===== src/logic/fwd_consts.svh =====
`ifndef FWD_CONSTS_SVH
`define FWD_CONSTS_SVH

// Older in-flight instructions tracked, execute and memory
`define FWD_STAGES 2

// Architectural register count
`define NUM_REGS 8

// Forward-select encoding
`define FWD_SEL_W 2

// Register file value, no forwarding
`define FWD_NONE   2'd0
// Result of the instruction one position older
`define FWD_STAGE0 2'd1
// Two positions older
`define FWD_STAGE1 2'd2
// Three positions older, only with a third tracked stage
`define FWD_STAGE2 2'd3

`endif


===== src/logic/fwdPkg.sv =====
`include "fwd_consts.svh"

package fwdPkg;

    ////////////////////////////////////////////////////////////////////////////
    // Plain vectors
    ////////////////////////////////////////////////////////////////////////////

    typedef logic [15:0] instWordT;

    // Major opcode, bits 15..11
    typedef logic [4:0] opcodeT;

    typedef logic [$clog2(`NUM_REGS)-1:0] regIdxT;

    typedef logic [`FWD_SEL_W-1:0] fwdSelT;

    ////////////////////////////////////////////////////////////////////////////
    // Grouped fields
    ////////////////////////////////////////////////////////////////////////////

    // One source operand
    typedef struct packed {
        regIdxT regIdx;
        logic   valid;
    } operandT;

    // Both sources of the word in decode
    typedef struct packed {
        operandT rs;
        operandT rt;
    } srcPairT;

    // Destination of an older instruction
    typedef struct packed {
        regIdxT regIdx;
        logic   valid;
        logic   isLoad;
    } destEntryT;

    // Registered result of one stage comparator
    typedef struct packed {
        logic rsHit;
        logic rtHit;
    } stageHitT;

endpackage


===== src/logic/destTracker.sv =====
`timescale 1ns/1ps
`include "fwd_consts.svh"

module destTracker (
    input  logic                               clk,
    input  logic                               rstN,
    input  logic                               advance,
    input  fwdPkg::destEntryT                  newDest,
    output fwdPkg::destEntryT [`FWD_STAGES-1:0] entries
);

    ////////////////////////////////////////////////////////////////////////////
    // Age-ordered shift register
    ////////////////////////////////////////////////////////////////////////////

    // Entry 0 holds the instruction just ahead of the word in decode
    always_ff @(posedge clk or negedge rstN) begin
        if (!rstN) begin
            entries <= '0;
        end else if (advance) begin
            for (int k = `FWD_STAGES - 1; k > 0; k--) begin
                entries[k] <= entries[k-1];
            end
            entries[0] <= newDest;
        end
    end

    ////////////////////////////////////////////////////////////////////////////
    // Checks
    ////////////////////////////////////////////////////////////////////////////

    // Pipeline bubble, nothing moves
    holdWithoutAdvance : assert property (
        @(posedge clk) disable iff (!rstN)
        !advance |=> $stable(entries)
    ) else $error("tracker entries changed without advance");

endmodule


===== src/logic/forwardSelect.sv =====
`timescale 1ns/1ps
`include "fwd_consts.svh"

module forwardSelect (
    input  fwdPkg::stageHitT [`FWD_STAGES-1:0] hits,
    input  logic                              stage0IsLoad,
    output fwdPkg::fwdSelT                    fwdRs,
    output fwdPkg::fwdSelT                    fwdRt,
    output logic                              loadStall
);
    import fwdPkg::*;

    // Code space must cover NONE plus one code per stage
    if (`FWD_STAGES + 1 > (1 << `FWD_SEL_W)) begin : gCodeWidthCheck
        $error("forward code too narrow for the tracked stage count");
    end

    function automatic fwdSelT stageCode(int stage);
        case (stage)
            0:       return `FWD_STAGE0;
            1:       return `FWD_STAGE1;
            default: return `FWD_STAGE2;
        endcase
    endfunction

    ////////////////////////////////////////////////////////////////////////////
    // Priority encode, youngest result wins
    ////////////////////////////////////////////////////////////////////////////

    // Walk from the oldest stage down so a younger hit overrides
    always_comb begin
        fwdRs = `FWD_NONE;
        fwdRt = `FWD_NONE;
        for (int k = `FWD_STAGES - 1; k >= 0; k--) begin
            if (hits[k].rsHit) begin
                fwdRs = stageCode(k);
            end
            if (hits[k].rtHit) begin
                fwdRt = stageCode(k);
            end
        end
    end

    ////////////////////////////////////////////////////////////////////////////
    // Load-use
    ////////////////////////////////////////////////////////////////////////////

    // Load data is not ready yet when the consumer sits right behind it
    assign loadStall = stage0IsLoad
                     && ((fwdRs == `FWD_STAGE0) || (fwdRt == `FWD_STAGE0));

endmodule


===== src/logic/forwardUnit.sv =====
`timescale 1ns/1ps
`include "fwd_consts.svh"

module forwardUnit (
    input  logic             clk,
    input  logic             rstN,
    input  fwdPkg::instWordT inst,
    input  logic             advance,
    output fwdPkg::fwdSelT   fwdRs,
    output fwdPkg::fwdSelT   fwdRt,
    output logic             loadStall
);
    import fwdPkg::*;

    srcPairT                     srcs;
    destEntryT                   newDest;
    destEntryT [`FWD_STAGES-1:0] entries;
    stageHitT  [`FWD_STAGES-1:0] hits;
    // Lines up with the registered hits
    logic                        stage0IsLoad;

    ////////////////////////////////////////////////////////////////////////////
    // Decode and tracking
    ////////////////////////////////////////////////////////////////////////////

    instFieldDecode decode (
        .inst    (inst),
        .srcs    (srcs),
        .newDest (newDest)
    );

    destTracker tracker (
        .clk     (clk),
        .rstN    (rstN),
        .advance (advance),
        .newDest (newDest),
        .entries (entries)
    );

    ////////////////////////////////////////////////////////////////////////////
    // One comparator per older stage
    ////////////////////////////////////////////////////////////////////////////

    for (genvar k = 0; k < `FWD_STAGES; k++) begin : cmp
        hazardComparator comparator (
            .clk   (clk),
            .rstN  (rstN),
            .srcs  (srcs),
            .entry (entries[k]),
            .hit   (hits[k])
        );
    end

    always_ff @(posedge clk or negedge rstN) begin
        if (!rstN) begin
            stage0IsLoad <= 1'b0;
        end else begin
            stage0IsLoad <= entries[0].isLoad;
        end
    end

    forwardSelect select (
        .hits         (hits),
        .stage0IsLoad (stage0IsLoad),
        .fwdRs        (fwdRs),
        .fwdRt        (fwdRt),
        .loadStall    (loadStall)
    );

endmodule


===== src/logic/hazardComparator.sv =====
`timescale 1ns/1ps

module hazardComparator (
    input  logic              clk,
    input  logic              rstN,
    input  fwdPkg::srcPairT   srcs,
    input  fwdPkg::destEntryT entry,
    output fwdPkg::stageHitT  hit
);
    import fwdPkg::*;

    stageHitT hitNext;

    // Invalid fields on either side never match
    function automatic logic operandMatch(operandT op, destEntryT dest);
        return op.valid && dest.valid && (op.regIdx == dest.regIdx);
    endfunction

    always_comb begin
        hitNext.rsHit = operandMatch(srcs.rs, entry);
        hitNext.rtHit = operandMatch(srcs.rt, entry);
    end

    always_ff @(posedge clk or negedge rstN) begin
        if (!rstN) begin
            hit <= '0;
        end else begin
            hit <= hitNext;
        end
    end

    ////////////////////////////////////////////////////////////////////////////
    // Checks
    ////////////////////////////////////////////////////////////////////////////

    // A hit always traces back to a live tracked destination
    hitNeedsValidEntry : assert property (
        @(posedge clk) disable iff (!rstN)
        (hit.rsHit || hit.rtHit) |-> $past(entry.valid)
    ) else $error("comparator hit against an invalid entry");

endmodule


===== src/logic/instFieldDecode.sv =====
`timescale 1ns/1ps
`include "fwd_consts.svh"

module instFieldDecode (
    input  fwdPkg::instWordT  inst,
    output fwdPkg::srcPairT   srcs,
    output fwdPkg::destEntryT newDest
);
    import fwdPkg::*;

    opcodeT opcode;
    // Register fields at their fixed positions
    regIdxT fieldHi;
    regIdxT fieldMid;
    regIdxT fieldLo;

    assign opcode   = inst[15:11];
    assign fieldHi  = inst[10:8];
    assign fieldMid = inst[7:5];
    assign fieldLo  = inst[4:2];

    ////////////////////////////////////////////////////////////////////////////
    // Operand and destination rules per opcode
    ////////////////////////////////////////////////////////////////////////////

    always_comb begin
        // Source indices sit in the same place for every format
        srcs.rs.regIdx = fieldHi;
        srcs.rs.valid  = 1'b0;
        srcs.rt.regIdx = fieldMid;
        srcs.rt.valid  = 1'b0;
        newDest        = '0;

        casez (opcode)
            // R-format arithmetic, shifts, sets and BTR
            5'b11001, 5'b11010, 5'b11011, 5'b111??: begin
                srcs.rs.valid  = 1'b1;
                srcs.rt.valid  = 1'b1;
                newDest.regIdx = fieldLo;
                newDest.valid  = 1'b1;
            end
            // Immediate arithmetic and immediate shifts
            5'b010??, 5'b101??: begin
                srcs.rs.valid  = 1'b1;
                newDest.regIdx = fieldMid;
                newDest.valid  = 1'b1;
            end
            // Load
            5'b10001: begin
                srcs.rs.valid  = 1'b1;
                newDest.regIdx = fieldMid;
                newDest.valid  = 1'b1;
                newDest.isLoad = 1'b1;
            end
            // Store, address and data both read
            5'b10000: begin
                srcs.rs.valid = 1'b1;
                srcs.rt.valid = 1'b1;
            end
            // STU writes the updated base back
            5'b10011: begin
                srcs.rs.valid  = 1'b1;
                srcs.rt.valid  = 1'b1;
                newDest.regIdx = fieldHi;
                newDest.valid  = 1'b1;
            end
            // SLBI, read-modify-write of rs
            5'b10010: begin
                srcs.rs.valid  = 1'b1;
                newDest.regIdx = fieldHi;
                newDest.valid  = 1'b1;
            end
            // LBI
            5'b11000: begin
                newDest.regIdx = fieldHi;
                newDest.valid  = 1'b1;
            end
            // JR
            5'b00101: begin
                srcs.rs.valid = 1'b1;
            end
            // JALR links into r7
            5'b00111: begin
                srcs.rs.valid  = 1'b1;
                newDest.regIdx = regIdxT'(`NUM_REGS - 1);
                newDest.valid  = 1'b1;
            end
            // JAL
            5'b00110: begin
                newDest.regIdx = regIdxT'(`NUM_REGS - 1);
                newDest.valid  = 1'b1;
            end
            // Branches test rs only
            5'b011??: begin
                srcs.rs.valid = 1'b1;
            end
            // J-format and everything else
            default: begin
                newDest = '0;
            end
        endcase
    end

    // A valid destination must name a real register, X included
    always_comb begin
        if (newDest.valid) begin
            assert (!$isunknown(newDest.regIdx) && (int'(newDest.regIdx) < `NUM_REGS))
                else $error("destination index %0d out of range", newDest.regIdx);
        end
    end

endmodule


===== config.mk =====
export PLATFORM = sky130hd
export DESIGN_NAME = forwardUnit
export DESIGN_NICKNAME = d
export VERILOG_FILES = /design/src/logic/fwdPkg.sv /design/src/logic/destTracker.sv /design/src/logic/forwardSelect.sv /design/src/logic/forwardUnit.sv /design/src/logic/hazardComparator.sv /design/src/logic/instFieldDecode.sv
export VERILOG_INCLUDE_DIRS = /design/src /design/src/logic
export SDC_FILE = /design/constraint.sdc
export NUM_CORES = 1
export LEC_CHECK = 0
export BUFFER_PORTS_ARGS = -buffer_cell sky130_fd_sc_hd__buf_2
export CORE_MARGIN = 2
export CORE_UTILIZATION = 55
export CTS_CLUSTER_DIAMETER = 40
export CTS_CLUSTER_SIZE = 16
export DETAILED_ROUTE_END_ITERATION = 7
export PLACE_DENSITY = 0.81
export SLEW_MARGIN = 10
export SYNTH_ARGS = -nofsm -noshare
export SYNTH_HDL_FRONTEND = slang
export SYNTH_SLANG_ARGS = --single-unit

===== constraint.sdc =====
create_clock -name clk -period 2.35 [get_ports clk]
set_input_delay 0.235 -clock clk [delete_from_list [all_inputs] [get_ports clk]]
set_output_delay 0.235 -clock clk [all_outputs]
set_load 0.05 [all_outputs]

# After elaboration in Yosys (flattened, before gate mapping)
# Cells that the tools add are included.
[word_totals]
inputBits = 19
reg_bits = 14
out_inout_bits = 5
elab_cells = 55
[op_classes]
reduce_logical = 16
eq_ne = 21
muxes = 8
[ops]
columns = ["cell", "n"]
rows = [
  ["equality test 5 bit (second input constant)", 8],
  ["case mux 4 bit (4 select lines)", 1],
  ["equality test 5 x 3 -> 1 bit (second input constant)", 3],
  ["OR reduction 13 bit", 1],
  ["equality test 3 bit", 4],
  ["logical AND 1 bit", 9],
  ["2-to-1 mux 2 bit", 4],
  ["equality test 3 x 2 -> 1 bit (second input constant)", 2],
  ["equality test 3 bit (second input constant)", 2],
  ["OR reduction 3 bit", 2],
  ["OR reduction 6 bit", 1],
  ["equality test 2 x 1 -> 1 bit (second input constant)", 2],
  ["OR reduction 4 bit", 1],
  ["2-to-1 mux 1 bit", 3],
  ["OR reduction 2 bit", 1],
  ["logical OR 1 bit", 1],
]

# Longest topological paths before layout
[depth]
ltp_word = 5
ltp_mapped = 5
mapped_depth_nobuf = 4

# Cells and area by module
# A second synthesis with hierarchy kept.
[unflattened]
cells_unflattened = 100
hier_area_um2 = 1078.5
[by_module_without_submodules]
columns = ["mod", "cells_per_inst", "area_per_inst_um2", "n_inst", "seq_area_each_um2"]
rows = [
  ["destTracker", 21, 411.6, 1, 250.2],
  ["instFieldDecode", 49, 336.6, 1, 0.0],
  ["hazardComparator", 12, 135.1, 2, 50.0],
  ["forwardSelect", 5, 35.0, 1, 0.0],
  ["forwardUnit", 1, 25.0, 1, 25.0],
]

# Worst setup path after synthesis
# No wires, ideal clock.
[synth_timing]
path_kind = "reg-to-output"
start = "register cmp[0].comparator.hit[1] in the netlist's numbering"
end = "output fwdRs[1]"
required_time_ns = 2.115
arrival_time_ns = 1.329
path_slack_ns = 0.786
n_path_buf = 0
stages_incl_launch_ff = 2
cell_sequence = "dfrtp_1 > nor2b_1"
[synth_between]
elab_chain_cells = 1
[synth_rtl]
columns = ["item", "line", "text"]
rows = [
  ["start: declaration", "hazardComparator.sv:8", "output fwdPkg::stageHitT hit"],
  ["start signal: assignment", "hazardComparator.sv:28", "hit <= hitNext;"],
  ["2-to-1 mux 2 bit", "forwardSelect.sv:35", "if (hits[k].rsHit) begin"],
  ["end: declaration", "forwardUnit.sv:9", "output fwdPkg::fwdSelT fwdRs,"],
]
# Every way passes these cells.

# Final worst setup path
[layout_timing]
start = "register cmp[0].comparator.hit[0] in the netlist's numbering"
end = "output loadStall"
[layout_between]
elab_chain_cells = 4
[layout_rtl]
columns = ["item", "line", "text"]
rows = [
  ["2-to-1 mux 2 bit", "forwardSelect.sv:38", "if (hits[k].rtHit) begin"],
  ["equality test 2 x 1 -> 1 bit (no source line)", "--", ""],
  ["logical OR 1 bit", "forwardSelect.sv:50", "&& ((fwdRs == `FWD_STAGE0) || (fwdRt == `FWD_STAGE0));"],
  ["logical AND 1 bit", "forwardSelect.sv:49", "assign loadStall = stage0IsLoad"],
  ["end: declaration", "forwardUnit.sv:11", "output logic loadStall"],
]
# Every way passes these cells.

==> qor.yml <==
worst_setup_path:
  max_stage_delay_ns: 0.39
  path_max_fanout: 3
  cp_num_cells: 2
  critPathKind: "flip-flop to primary output"
  cp-startpoint: "cmp[0].comparator.hit[0]"
  ff2ff_path_depth: 4
  regToRegEndpoint: "tracker.entries[2]"
  crit_family: "flip-flops"
  worstSetupEndpointType: "primary output"
  slowest_stage: "dfrtp_1"
  required_ns: 2.12
  arrival_ns: 1.05
  worstReg2RegStart: "tracker.entries[2]"
  rrSetupSlack_ns: 1.28
  crit_path_cell_trace: "o21a_1 -> buf_2"
  crit_path_end: "loadStall"
  path_buf_inv: 1
  startpoint_type: "flip-flop"
finish:
  fin_nets: 136
  final_cell_mix: "buf_2, dfrtp_1, xnor2_1, nor2_1, nand4_1"
  syn2layout_area_growth_pct: 14.4
  drive_gt1_share_pct: 32.8
  final_common_cell: "buf_2"
  instances_no_fill: 132
  fin_area_um2: 1070
  antennaDiodeCount: 0
run:
  drv_cap: 0
yosys:
  async_flop_share_pct: 100
  syn-num-nets: 113
  ys_seq_elements: 14
  yosysUniqueCellTypes: 37
  syn_area_um2: 932
  synth.yosys.warnings: 0
  synth_edf_count: 0
  seq_area_frac_synth_pct: 37.6
  synthCells: 94
  avgSynthCellArea_um2: 9.92
  synthFlopType: "dfrtp_1"
placement:
  dp_cells: 127
  portBuffers: 21
  dpl_cell_area_um2: 1020
  gp_congestion: 0.877
  dp_hpwl_um: 1480
global_routing:
  grt_pass1_vias: 769
  grtUsageTotal_pct: 22.7
  grt_antenna_before_repair: 0
  overflow: 0
  grt_pass1_wl_um: 3370
  grt_max_degree: 15
timing:
  finalSetupViolCount: 0
  tightest_slew_ns: 0.378
  rsz0062_at_grt: "no"
  finalHoldViolations: 0
  finalCritPeriodShare_pct: 54.6
  fmax_mhz: 779
  skew_ns: 0.00215
  holdWs_ns: 0.274
  fin_crit_ns: 1.28
  drv_slew: 0
  relSlewSlack_pct: 74.8
  fin_setup_tns_ns: 0
clock_network:
  clockBufferDepth: 2
  path_clk_slew_ns: 0.08
  cts-buffers-inserted: 3
  cts_tree: "done"
  root_buffer: "clkbuf_4"
  htree_levels: 1
  cts_setup_buffers: 0
  cts.sinks: 14
  clock_latency_ns: 0.28
power:
  power.leakage_nw: 0.483
  p_int_mw: 0.422
  switching_share_pct: 29.2
  p_switching_mw: 0.175
  power-per-cell-area_nw_per_um2: 560
  p_seq_share_pct: 46.9
  ir_drop_v: 0.000454
  power_mw: 0.597
  clkPwrFrac_pct: 28.5
  combPwrFrac_pct: 24.5
floorplan:
  fp.dieH_um: 45.2
  io_pins: 24
  start_util_pct: 60.5
  die_area_um2: 2040
  die_w_um: 45.2
  num_rows: 14
  coreArea_um2: 1540
route:
  postRouteWirelength_um: 1910
  via_per_inst: 6.05
  dr.pass1.iters: 5
  vias: 799
  ant_nets: 0
  drc_errors: 0
  wl_per_cell_um: 14.5
  drtIter0Drc: 38
hold_path:
  hold_path_class: "input port to flip-flop"
outcome:
  status: "complete, no violations"
## power by group through the flow
stage	logic (mW)	registers (mW)	clock network (mW)
finish	0.147	0.280	0.170
global route	0.163	0.283	0.185
CTS	0.147	0.280	0.175
detailed placement	0.144	0.285	0
global placement	0.140	0.283	0
floorplan	0.100	0.285	0
## through the flow
step / setup WS, ns / utilization [%]
floorplan: 0.786 / -
global placement: 0.998 / 66.2
detailed placement: 0.976 / 66.2
CTS: 1.05 / 69.2
global route: 1.02 / 69.2
finish: 1.07 / 69.2
## worst min path at each step
stage | startpoint | endpoint | slack (ns) | cells past startpoint
3_3_place_gp | rstN | stage0IsLoad | 0.14 | 1
2_1_floorplan | rstN | cmp[0].comparator.hit[0] | -0.06 | 0
3_5_place_dp | rstN | tracker.entries[0] | 0.14 | 1
6_report | inst[11] | tracker.entries[0] | 0.27 | 3
4_1_cts | inst[11] | tracker.entries[0] | 0.27 | 3
5_1_grt | inst[6] | tracker.entries[3] | 0.30 | 3
## final cells by class
cell class | instances | area [µm²]
Multi-Input combinational cell | 72 | 529
Fill cell | 130 | 475
Sequential cell | 14 | 350
Timing Repair Buffer | 22 | 115
Clock buffer | 4 | 36.3
Tap cell | 16 | 20.0
Inverter | 4 | 15.0
## worst min-delay path, stage by stage
cell and delay (ns):
buf_2 0.14, nand4_1 0.07, o21ai_0 0.07
## cell usage after synthesis (all sizes together) (2+ instances only)
library cell,number,area share [%]
dfrtp,14,38
nand4,5,3.4
a32o,2,2.1
inv,4,1.6
a221oi,2,1.9
buf,4,4.0
a32oi,2,1.9
o21ai,4,2.6
a21oi,3,1.6
and2b,3,2.6
and2,2,1.3
a22oi,3,2.4
nor3,2,1.1
nor2b,2,1.3
nand2b,4,3.2
xnor2,12,11
nor2,8,3.2
nand2,2,0.81
mux2,4,4.8
## kinds of logic (layout without fill, tap and decap cells)
| kind of cell | Yosys count | after routing | synth area share, % |
|---|---|---|---|
| DFF | 14 | 14 | 37.6 |
| xor gates and xnor gates | 12 | 12 | 11.3 |
| muxes | 4 | 4 | 4.83 |
| and+or+nand+nor | 32 | 32 | 20.1 |
| buffers and inverters | 8 | 30 | 5.64 |
| AOI/OAI and AO/OA | 24 | 24 | 20.5 |
## registers in the layout (all words and copies together), names as in the netlist
signal              count
tracker.entries         9
stage0IsLoad            1
cmp.comparator.hit      4
## layer usage
metal / track usage, % / share of wire, %
met4: 5.29 / 0.58
met1: 27.8 / 42
met2: 39.7 / 52
met5: 0 / 0
met3: 6.00 / 6.1
## repair_timing
action | in CTS | in global routing
endpoints found under the hold margin | 14 | 0
endpoints found under the setup margin | 0 | 0
hold buffers | 1 | 0
gates resized for setup | 0 | 0
(Power assumes the default switching activity.)
